## config.mk

```make
export PLATFORM = sky130hd
export DESIGN_NAME = mem_proxy
export DESIGN_NICKNAME = d
export VERILOG_FILES = /design/src/verilog/proxy_test_pkg.sv /design/src/verilog/mem_proxy.sv
export SDC_FILE = /design/constraint.sdc
export NUM_CORES = 1
export LEC_CHECK = 0
export ABC_AREA = 1
export BUFFER_PORTS_ARGS = -buffer_cell sky130_fd_sc_hd__buf_2
export CAP_MARGIN = 20
export CELL_PAD_IN_SITES_DETAIL_PLACEMENT = 1
export CELL_PAD_IN_SITES_GLOBAL_PLACEMENT = 2
export CORE_MARGIN = 2
export CORE_UTILIZATION = 34
export CTS_CLUSTER_SIZE = 8
export DETAILED_ROUTE_END_ITERATION = 10
export PLACE_DENSITY = 0.81
export SLEW_MARGIN = 30
export SYNTH_ARGS = -nofsm -noshare
export SYNTH_HDL_FRONTEND = slang
export SYNTH_SLANG_ARGS = --single-unit
```

## constraint.sdc

```tcl
create_clock -name clk -period 7.3 [get_ports clk]
set_input_delay 0.73 -clock clk [delete_from_list [all_inputs] [get_ports clk]]
set_output_delay 0.73 -clock clk [all_outputs]
set_load 0.1 [all_outputs]
```

## src/verilog/proxy_test_pkg.sv

```systemverilog
package proxy_test_pkg;

    // --------------------------------------------------------------
    // Register bus
    // --------------------------------------------------------------
    typedef logic [31:0] word_t;
    typedef logic [7:0]  reg_addr_t;
    typedef logic [5:0]  reg_offs_t;

    // Region select is the upper part of the host word address
    localparam int REGION_W = $bits(reg_addr_t) - $bits(reg_offs_t);

    localparam logic [REGION_W-1:0] REGION_CTRL = REGION_W'(0);
    localparam logic [REGION_W-1:0] REGION_MEM  = REGION_W'(1);
    localparam logic [REGION_W-1:0] REGION_PLAY = REGION_W'(2);
    localparam logic [REGION_W-1:0] REGION_CAP  = REGION_W'(3);

    typedef struct packed {
        logic                wr;
        logic                rd;
        logic [REGION_W-1:0] region;
        reg_offs_t           offs;
        word_t               wdata;
    } reg_req_t;

    // Control block
    localparam reg_offs_t CTRL_ID      = 6'd0;
    localparam reg_offs_t CTRL_TRIGGER = 6'd1;
    localparam reg_offs_t CTRL_STATUS  = 6'd2;
    localparam word_t     PTST_ID      = 32'h5054_5354;

    // Memory proxy
    localparam reg_offs_t MEM_ADDR   = 6'd0;
    localparam reg_offs_t MEM_WDATA  = 6'd1;
    localparam reg_offs_t MEM_CMD    = 6'd2;
    localparam reg_offs_t MEM_STATUS = 6'd3;
    localparam reg_offs_t MEM_RDATA  = 6'd4;
    localparam int        MEM_DEPTH  = 64;

    typedef logic [$clog2(MEM_DEPTH)-1:0] mem_addr_t;

    // --------------------------------------------------------------
    // Packet loop
    // --------------------------------------------------------------
    localparam reg_offs_t PLAY_LEN    = 6'd0;
    localparam reg_offs_t PLAY_SEED   = 6'd1;
    localparam reg_offs_t PLAY_START  = 6'd2;
    localparam reg_offs_t PLAY_STATUS = 6'd3;

    localparam reg_offs_t CAP_ENABLE = 6'd0;
    localparam reg_offs_t CAP_PKTS   = 6'd1;
    localparam reg_offs_t CAP_WORDS  = 6'd2;
    localparam reg_offs_t CAP_SUM    = 6'd3;
    localparam reg_offs_t CAP_CLEAR  = 6'd4;

    typedef logic [7:0] pkt_len_t;

    localparam int FIFO_DEPTH = 16;
    localparam int FIFO_PTR_W = $clog2(FIFO_DEPTH);

    typedef struct packed {
        word_t data;
        logic  last;
    } pkt_beat_t;

    typedef enum logic [1:0] {MEM_IDLE, MEM_ACCESS, MEM_DONE} mem_state_t;
    typedef enum logic {PLAY_IDLE, PLAY_SEND} play_state_t;

endpackage

```

## src/verilog/mem_proxy.sv

```systemverilog
`timescale 1ns/1ps

module mem_proxy (
    input  logic                      clk,
    input  logic                      srst,
    input  proxy_test_pkg::reg_req_t  i_req,
    output proxy_test_pkg::word_t     o_rd_data,
    output logic                      o_ram_wr,
    output logic                      o_ram_rd,
    output proxy_test_pkg::mem_addr_t o_ram_addr,
    output proxy_test_pkg::word_t     o_ram_wdata,
    input  proxy_test_pkg::word_t     i_ram_rdata
);
    import proxy_test_pkg::*;

    mem_state_t state;
    mem_addr_t  addr_q;
    word_t      wdata_q;
    word_t      rdata_q;
    logic       op_rd_q;
    logic       cmd_go;

    // A command starts the RAM cycle at once, unless one is in flight
    assign cmd_go = i_req.wr && (i_req.offs == MEM_CMD) && (state != MEM_ACCESS)
                    && (i_req.wdata[0] || i_req.wdata[1]);

    // Write wins if both command bits are set
    assign o_ram_wr    = cmd_go && i_req.wdata[0];
    assign o_ram_rd    = cmd_go && !i_req.wdata[0];
    assign o_ram_addr  = addr_q;
    assign o_ram_wdata = wdata_q;

    always_ff @(posedge clk) begin
        if (srst) begin
            state <= MEM_IDLE;
        end else if (state == MEM_ACCESS) begin
            state <= MEM_DONE;
        end else if (cmd_go) begin
            state <= MEM_ACCESS;
        end
    end

    always_ff @(posedge clk) begin
        if (i_req.wr && (i_req.offs == MEM_ADDR)) begin
            addr_q <= i_req.wdata[$bits(mem_addr_t)-1:0];
        end
        if (i_req.wr && (i_req.offs == MEM_WDATA)) begin
            wdata_q <= i_req.wdata;
        end
        if (cmd_go) begin
            op_rd_q <= o_ram_rd;
        end
        // RAM data is valid in ACCESS, so it is held from DONE onwards
        if (state == MEM_ACCESS && op_rd_q) begin
            rdata_q <= i_ram_rdata;
        end
    end

    always_ff @(posedge clk) begin
        if (i_req.rd) begin
            case (i_req.offs)
                MEM_ADDR:   o_rd_data <= word_t'(addr_q);
                MEM_WDATA:  o_rd_data <= wdata_q;
                MEM_STATUS: o_rd_data <= {30'd0, state == MEM_DONE, state == MEM_ACCESS};
                MEM_RDATA:  o_rd_data <= rdata_q;
                default:    o_rd_data <= '0;
            endcase
        end
    end

    assert property (@(posedge clk) disable iff (srst) !(o_ram_wr && o_ram_rd));

endmodule

```

---- After elaboration in Yosys (flattened, before gate mapping) ----
Cells that the tools add are included.
word-level totals
  word-level logic and storage cells ...... 30
  register bits ........................... 105
  input bits .............................. 76
cells by class
  equal/unequal tests ..................... 7
  reductions and logical operators ........ 13
  mux-type cells .......................... 3
operators by type and width
  kind                count
  $pmux 32 s4         1
  $eq 6x2->1 const B  2
  $logic_and 1x1->1   8
  $eq 6x1->1 const B  1
  $eq 6x3->1 const B  1
  $logic_not 6->1     1
  $mux 2              2
  $eq 2x1->1 const B  1
  $eq 2x2->1 const B  1
  $ne 2x1->1 const B  1
  $reduce_bool 2->1   1
  $reduce_or 2->1     1
  $logic_not 1->1     1
  $logic_or 1x1->1    1

---- Longest topological paths before layout ----
Gate-level depths: netlist of the first run.
  depth after elaboration ................. 6
  mapped depth ............................ 6

---- Least setup slack after synthesis of the first run ----
No wires, ideal clock.
  kind .................................... input to output
  start point ............................. input port i_req[35] (netlist bit)
  end point ............................... output port o_ram_rd
  path buffers ............................ 0
  stages on the path ...................... 5
  arrival time ............................ 2518 ps
  setup slack ............................. 4052 ps
  required time ........................... 6570 ps
  cell sequence ........................... nor2_1 > nand2_2 > inv_2 > nand4_1 > nor2_1
between the ends
  longest elaborated chain between the ends .. 5
ends and longest elaborated chain
  what                             line             RTL
  start: declaration               mem_proxy.sv:6   input proxy_test_pkg::reg_req_t i_req,
  $eq 6x2->1                       mem_proxy.sv:24  assign cmd_go = i_req.wr && (i_req.offs == MEM_CMD) && (state != MEM_ACCESS)
  $logic_and 1x1->1 (2 in series)  mem_proxy.sv:24
  $logic_and 1x1->1                mem_proxy.sv:25  && (i_req.wdata[0] || i_req.wdata[1]);
  $logic_and 1x1->1                mem_proxy.sv:29  assign o_ram_rd = cmd_go && !i_req.wdata[0];
  end: declaration                 mem_proxy.sv:9   output logic o_ram_rd,
Every way passes these cells.

---- Final worst setup path of the first run ----
Same ends and word-level chain as after synthesis.

==> results of run 1 <==
==> metal layers <==
metal / track usage / share of wire / up-vias
met4: 0.0472 / 0.0084 / 0
met2: 0.274 / 0.54 / 81
met5: 0 / 0 / -
met3: 0.0643 / 0.062 / 6
li1: - / - / 1250
met1: 0.175 / 0.39 / 1306
==> sequential cells by signal, indices dropped and copies added (netlist names) <==
signal       count
rdata_q         32
state            2
op_rd_q          1
o_ram_wdata     32
o_rd_data       32
o_ram_addr       6
==> cell families after synthesis <==
logic type,synth area share
AND/OR/NAND/NOR,0.105
flip-flops,0.782
AO/OA/AOI/OAI,0.0537
buffers and inverters,0.0590
==> through the flow <==
stage	std cells	area, um2	util	hold WS [ps]
finish	569	5200	0.454	500
global route	569	5200	0.454	529
CTS	567	5150	0.449	506
detailed placement	552	4860	0.424	492
global placement	552	4860	0.424	481
floorplan	271	4010	-	462
==> worst min-delay path, delay by kind of cell (launching register included) <==
family,cells,cell delay [ps]
flip-flops,1,310
AO/OA/AOI/OAI,1,70
buffers and inverters,1,80
==> placed cells by master (no fill, tap or decap) <==
cell        Yosys  final
clkinv_2        0      2
inv_2           1      1
dfxtp_1         2      2
buf_2           3    145
a21oi_1         1      1
clkinvlp_4      0      1
nor2_4          2      4
nor2_2          2      2
nand4_1         5      5
nand3_1        39     39
clkinv_4        0      1
edfxtp_1      103    103
o21ai_0         7      7
o21ai_2        20     20
nand3_4         1      1
buf_4           0      1
inv_1          43     43
nor2_1         26     24
clkinv_1        0      1
clkbuf_16       0      9
nand2_2         1      1
buf_16          0      2
nand2_1        10     10
bufinv_16       0      1
==> power by group <==
group	switching (mW)	internal, mW
Clock	0.214	0.262
Combinational	0.107	0.0241
Sequential	0.00327	0.672
==> synthesized netlist by cell type <==
master / count
edfxtp_1: 103
inv_1: 43
nand3_1: 39
nor2_1: 26
o21ai_2: 20
nand2_1: 10
o21ai_0: 7
buf_6: 5
nand4_1: 5
buf_2: 3
dfxtp_1: 2
nor2_2: 2
nor2_4: 2
a21oi_1: 1
inv_2: 1
nand2_2: 1
nand3_4: 1
==> cell type report <==
class                   count  area [um2]
clock inverters             6        60.1
multi-input cells         114         651
flip-flops and latches    105        3130
fillers                  1260        6270
inverters                  44         165
clock buffers               9         225
well taps                 143         179
repair buffers            148         788
==> path summary, 6_finish.rpt <==
kind	from	endpoint	slack, ps	cells after the start
worst min register to register	state[0]	state[0]	500	2
worst max register to register	state[0]	rdata_q[9]	5720	5
worst min-delay path	state[0]	state[0]	500	2
worst max-delay path	i_req[35]	o_ram_rd	4020	7
==> results.yml, run 1 <==
die:
  initial_utilization: 0.349
  fp-row-count: 39
  pin_count: 148
  die_h_um: 113
  coreArea_um2: 11500
  dieArea_um2: 12700
  die_w_um: 113
global_route:
  grt_pass1_vias: 2805
  antenna_found_initial: 0
  grt_max_degree: 33
  gr-total-overflow: 0
  grt_first_pass_wirelength_mm: 14.8
  track_usage: 0.157
timing:
  post-route-min-period_ps: 3280
  hold_viol: 0
  slew_headroom: 0.467
  worst_slew_pin_slew_ps: 799
  finalWorstSetupSlack_ps: 4020
  fin_crit_sh: 0.449
  slew_viol_final: 0
  setup_viol_count_final: 0
  rsz0062_at_grt: "false"
  timing.fmax_ghz: 0.305
  clock_skew_ps: 7.24
  tns_ps: 0
routing:
  routed_via_density: 4.64
  dr.pass1.iters: 4
  drc_errors: 0
  routedWlPerCell_um: 17.2
  via_count: 2643
  routed_wl_mm: 9.78
  antenna_left: 0
  drt_iter0_markers: 149
yosys:
  avgSynthCellArea_um2: 14.8
  netlist_area_um2: 4010
  yosys_warnings: 0
  yosys-top-cells-area: "edfxtp_1 77%, nand3_1 4.9%, o21ai_2 4.4%"
  synthCells: 271
  yosysTopAreaCell: "edfxtp_1"
  synth_cell_types: 17
  synth_nets: 347
  ys_seq_elements: 105
  yosys.area.top_type_share: 0.772
  seq_area_frac_synth: 0.782
cells_and_area:
  diodes: 0
  layout-drive-gt1-share: 0.448
  fin_nets: 498
  syn2layout_area_growth_pct: 29.9
setup_path:
  end_kind: "output pin"
  path_buf_inv: 3
  crit_chain: "buf_2 -> nor2_1 -> nand2_2 -> inv_2 -> nand4_1 -> nor2_1 -> buf_2"
  cp.arrival_ps: 2550
  crit_type: "in2out"
  crit_required_ps: 6570
  cpMaxStageDelayCell: "inv_2"
  cpPeakStageDelay_ps: 470
  start_kind: "input pin"
  worstPathMaxFanout: 31
  cpLargestDelayFamily: "buffers and inverters"
clock_network:
  cts.repair.resized: 0
  cts_sinks: 105
  clock_latency_ps: 350
  clock-root-buffer: "clkbuf_16"
  cts_made_buffers: 9
  post-cts-setup-buffer-count: 0
  cts_buffer_depth: 2
  clk_pin_slew_ps: 70
  hold_buffers: 0
  cts_tree: "yes"
  h-tree-depth: 3
power_and_ir_drop:
  p_total_mw: 1.28
  power_density_nw_per_um2: 246
  ir_worst_vdd_uv: 219
  leakagePower_nw: 2.15
place:
  portBuffers: 145
  hpwl_mm: 6.63
  gp_congestion: 0.757
  place_ws_ps: 4010
worst_hold_path:
  hold_path_class: "reg2reg"
run_status:
  status: "finished, final reports clean"
job:
  drv_cap: 0
Note: power is estimated with default switching activity, not from simulation.
==> run 2, diff against run 1 <==
--- a/config.mk
+++ b/config.mk
@@ -5,16 +5,16 @@
 export SDC_FILE = /design/constraint.sdc
 export NUM_CORES = 1
 export LEC_CHECK = 0
-export ABC_AREA = 1
+export ABC_AREA = 0
 export BUFFER_PORTS_ARGS = -buffer_cell sky130_fd_sc_hd__buf_2
 export CAP_MARGIN = 20
 export CELL_PAD_IN_SITES_DETAIL_PLACEMENT = 1
 export CELL_PAD_IN_SITES_GLOBAL_PLACEMENT = 2
 export CORE_MARGIN = 2
-export CORE_UTILIZATION = 34
+export CORE_UTILIZATION = 30
 export CTS_CLUSTER_SIZE = 8
 export DETAILED_ROUTE_END_ITERATION = 10
-export PLACE_DENSITY = 0.81
+export PLACE_DENSITY = 0.73
 export SLEW_MARGIN = 30
 export SYNTH_ARGS = -nofsm -noshare
 export SYNTH_HDL_FRONTEND = slang
==> constraint.sdc (replaced) <==
create_clock -name clk -period 2.74 [get_ports clk]
set_input_delay 0.274 -clock clk [delete_from_list [all_inputs] [get_ports clk]]
set_output_delay 0.274 -clock clk [all_outputs]
set_load 0.1 [all_outputs]
==> results.yml, run 2 <==
yosys:
  netlist_area_um2: 3740
  ys_top_cells_by_count: "103 x edfxtp_1, 21 x a22o_1, 6 x mux2i_1, 5 x a22o_2, 5 x buf_6"
  synth_nets: 252
  ys_seq_elements: 105
  avgSynthCellArea_um2: 21.2
  seq_area_frac_synth: 0.838
  yosysTopAreaCell: "edfxtp_1"
  synth_ff_type: "edfxtp_1"
  yosys-top-cells-area: "edfxtp_1 83%, a22o_1 4.9%, mux2i_1 1.6%"
  async_flop_share: 0
  synth-edff-count: 103
  yosys.area.top_type_share: 0.827
  yosys_warnings: 0
  synthCells: 176
  yosysMostFrequentCell: "edfxtp_1"
  synth_cell_types: 27
clock_network:
  h-tree-depth: 3
  cts_made_buffers: 9
  cts_buffer_depth: 2
  cts_sinks: 105
  cts.repair.resized: 0
  hold_buffers: 0
  clock_latency_ps: 340
  post-cts-setup-buffer-count: 0
  cts_tree: "yes"
  clk_pin_slew_ps: 70
  clock-root-buffer: "clkbuf_16"
setup_path:
  r2r_slack_ps: 920
  crit_type: "in2out"
  end_kind: "output pin"
  r2r.worst_path.cells: 3
  setup.worst_path.end: "o_ram_wr"
  cp-startpoint: "i_req[37]"
  reg2reg_to: "rdata_q[28]"
  worstReg2RegStart: "state[0]"
  worstPathMaxFanout: 5
  cp.arrival_ps: 1800
  start_kind: "input pin"
  crit_required_ps: 2470
routing:
  routedWlPerCell_um: 17.3
  antenna_left: 0
  drc_errors: 0
  via_count: 2240
  drt_iter0_markers: 117
  dr.pass1.iters: 4
  routed_wl_mm: 8.73
  routed_via_density: 4.44
die:
  pin_count: 148
  initial_utilization: 0.309
  fp-row-count: 40
  die_h_um: 116
  dieArea_um2: 13400
  die_w_um: 116
  coreArea_um2: 12100
timing:
  hold_viol: 0
  slew_viol_final: 0
  fin_crit_sh: 0.757
  rsz0062_at_grt: "false"
  timing.fmax_ghz: 0.482
  post-route-min-period_ps: 2070
  tns_ps: 0
  clock_skew_ps: 3.86
  finalWorstSetupSlack_ps: 666
  slew_headroom: 0.438
  worst_slew_pin_slew_ps: 843
  setup_viol_count_final: 0
run_status:
  status: "finished, final reports clean"
global_route:
  antenna_found_initial: 0
  gr-total-overflow: 0
  grt_pass1_vias: 2454
  track_usage: 0.134
  grt_max_degree: 33
  grt_first_pass_wirelength_mm: 13.1
power_and_ir_drop:
  leakagePower_nw: 1.95
  ir_worst_vdd_uv: 400
  power_density_nw_per_um2: 669
  p_total_mw: 3.34
place:
  place_ws_ps: 483
  gp_congestion: 0.733
  hpwl_mm: 6.18
  portBuffers: 145
  dpl_cell_area_um2: 4690
cells_and_area:
  diodes: 0
  final_area_um2: 4990
  mostFrequentLayoutCells: "145 x buf_2, 103 x edfxtp_1, 21 x a22o_1"
  syn2layout_area_growth_pct: 33.4
  fin_nets: 408
  final_common_cell: "buf_2"
  layout-drive-gt1-share: 0.534
worst_hold_path:
  hold_path_class: "in2reg"
job:
  drv_cap: 0
run 2: changes by cell type after synthesis, moves of 5 or more:
| cell | before | now |
|---|---|---|
| a22o_1 | 0 | 21 |
| o21ai_0 | 7 | 0 |
| a22o_2 | 0 | 5 |
| mux2i_1 | 0 | 6 |
| nand3_1 | 39 | 0 |
| o21ai_2 | 20 | 0 |
| nand2_1 | 10 | 1 |
| nor2_1 | 26 | 3 |
| inv_1 | 43 | 1 |
| nand4_1 | 5 | 0 |
run 2: worst min-delay path by stage:
stage | start | to | slack [ps] | cells past startpoint
after floorplan | i_req[0] | o_ram_addr[0] | 370 | 0
after global placement | i_req[7] | o_ram_wdata[7] | 450 | 1
after detailed placement | i_ram_rdata[22] | rdata_q[22] | 450 | 1
after CTS | i_ram_rdata[9] | rdata_q[9] | 80 | 1
after global routing | i_ram_rdata[5] | rdata_q[5] | 80 | 1
final | i_ram_rdata[8] | rdata_q[8] | 110 | 1
run 2: power by group:
part           internal, mW  total (mW)  switching [mW]  leakage [nW]
Clock                 0.706        1.26           0.557         0.135
Combinational        0.0620       0.281           0.219         0.831
Sequential             1.78        1.79         0.00658         0.984
run 2: cells by family (layout without fill, tap and decap cells):
logic type             count (synthesis)  in the layout  synth area share
flip-flops                           105            105             0.838
AO/OA/AOI/OAI                         35             35            0.0837
AND/OR/NAND/NOR                       21             21            0.0412
buffers and inverters                  9            170            0.0211
multiplexers                           6              6            0.0161
run 2: layout make-up:
type | instances | area [um2]
clock buffer | 9 | 225
fill | 1254 | 7120
multi-input combinational | 62 | 559
tap | 168 | 210
timing repair buffer | 153 | 786
inverter | 1 | 3.75
clock inverter | 7 | 70.1
sequential | 105 | 3130
run 2: layer usage:
layer  vias to the layer above  wire length [um]  part of all wire  global-route usage
li1                       1037                 -                 -                   -
met1                      1091              3710              0.42               0.160
met2                       103              4250              0.49               0.225
met3                         9               654             0.075              0.0481
met4                         0               119             0.014              0.0452
met5                         -                 0                 0                   0
run 2: worst max-delay path, stage by stage:
cell and delay [ps]:
buf_2 100, nor3_1 220, o2111ai_1 410, nor4b_4 310
buf_2 470
run 2: through the flow:
stage               hold slack [ps]  utilization  instances
finish                          105        0.412        505
global route                   83.5        0.412        505
CTS                            84.5        0.412        505
detailed placement              452        0.387        489
global placement                451        0.387        489
floorplan                       373            -        176
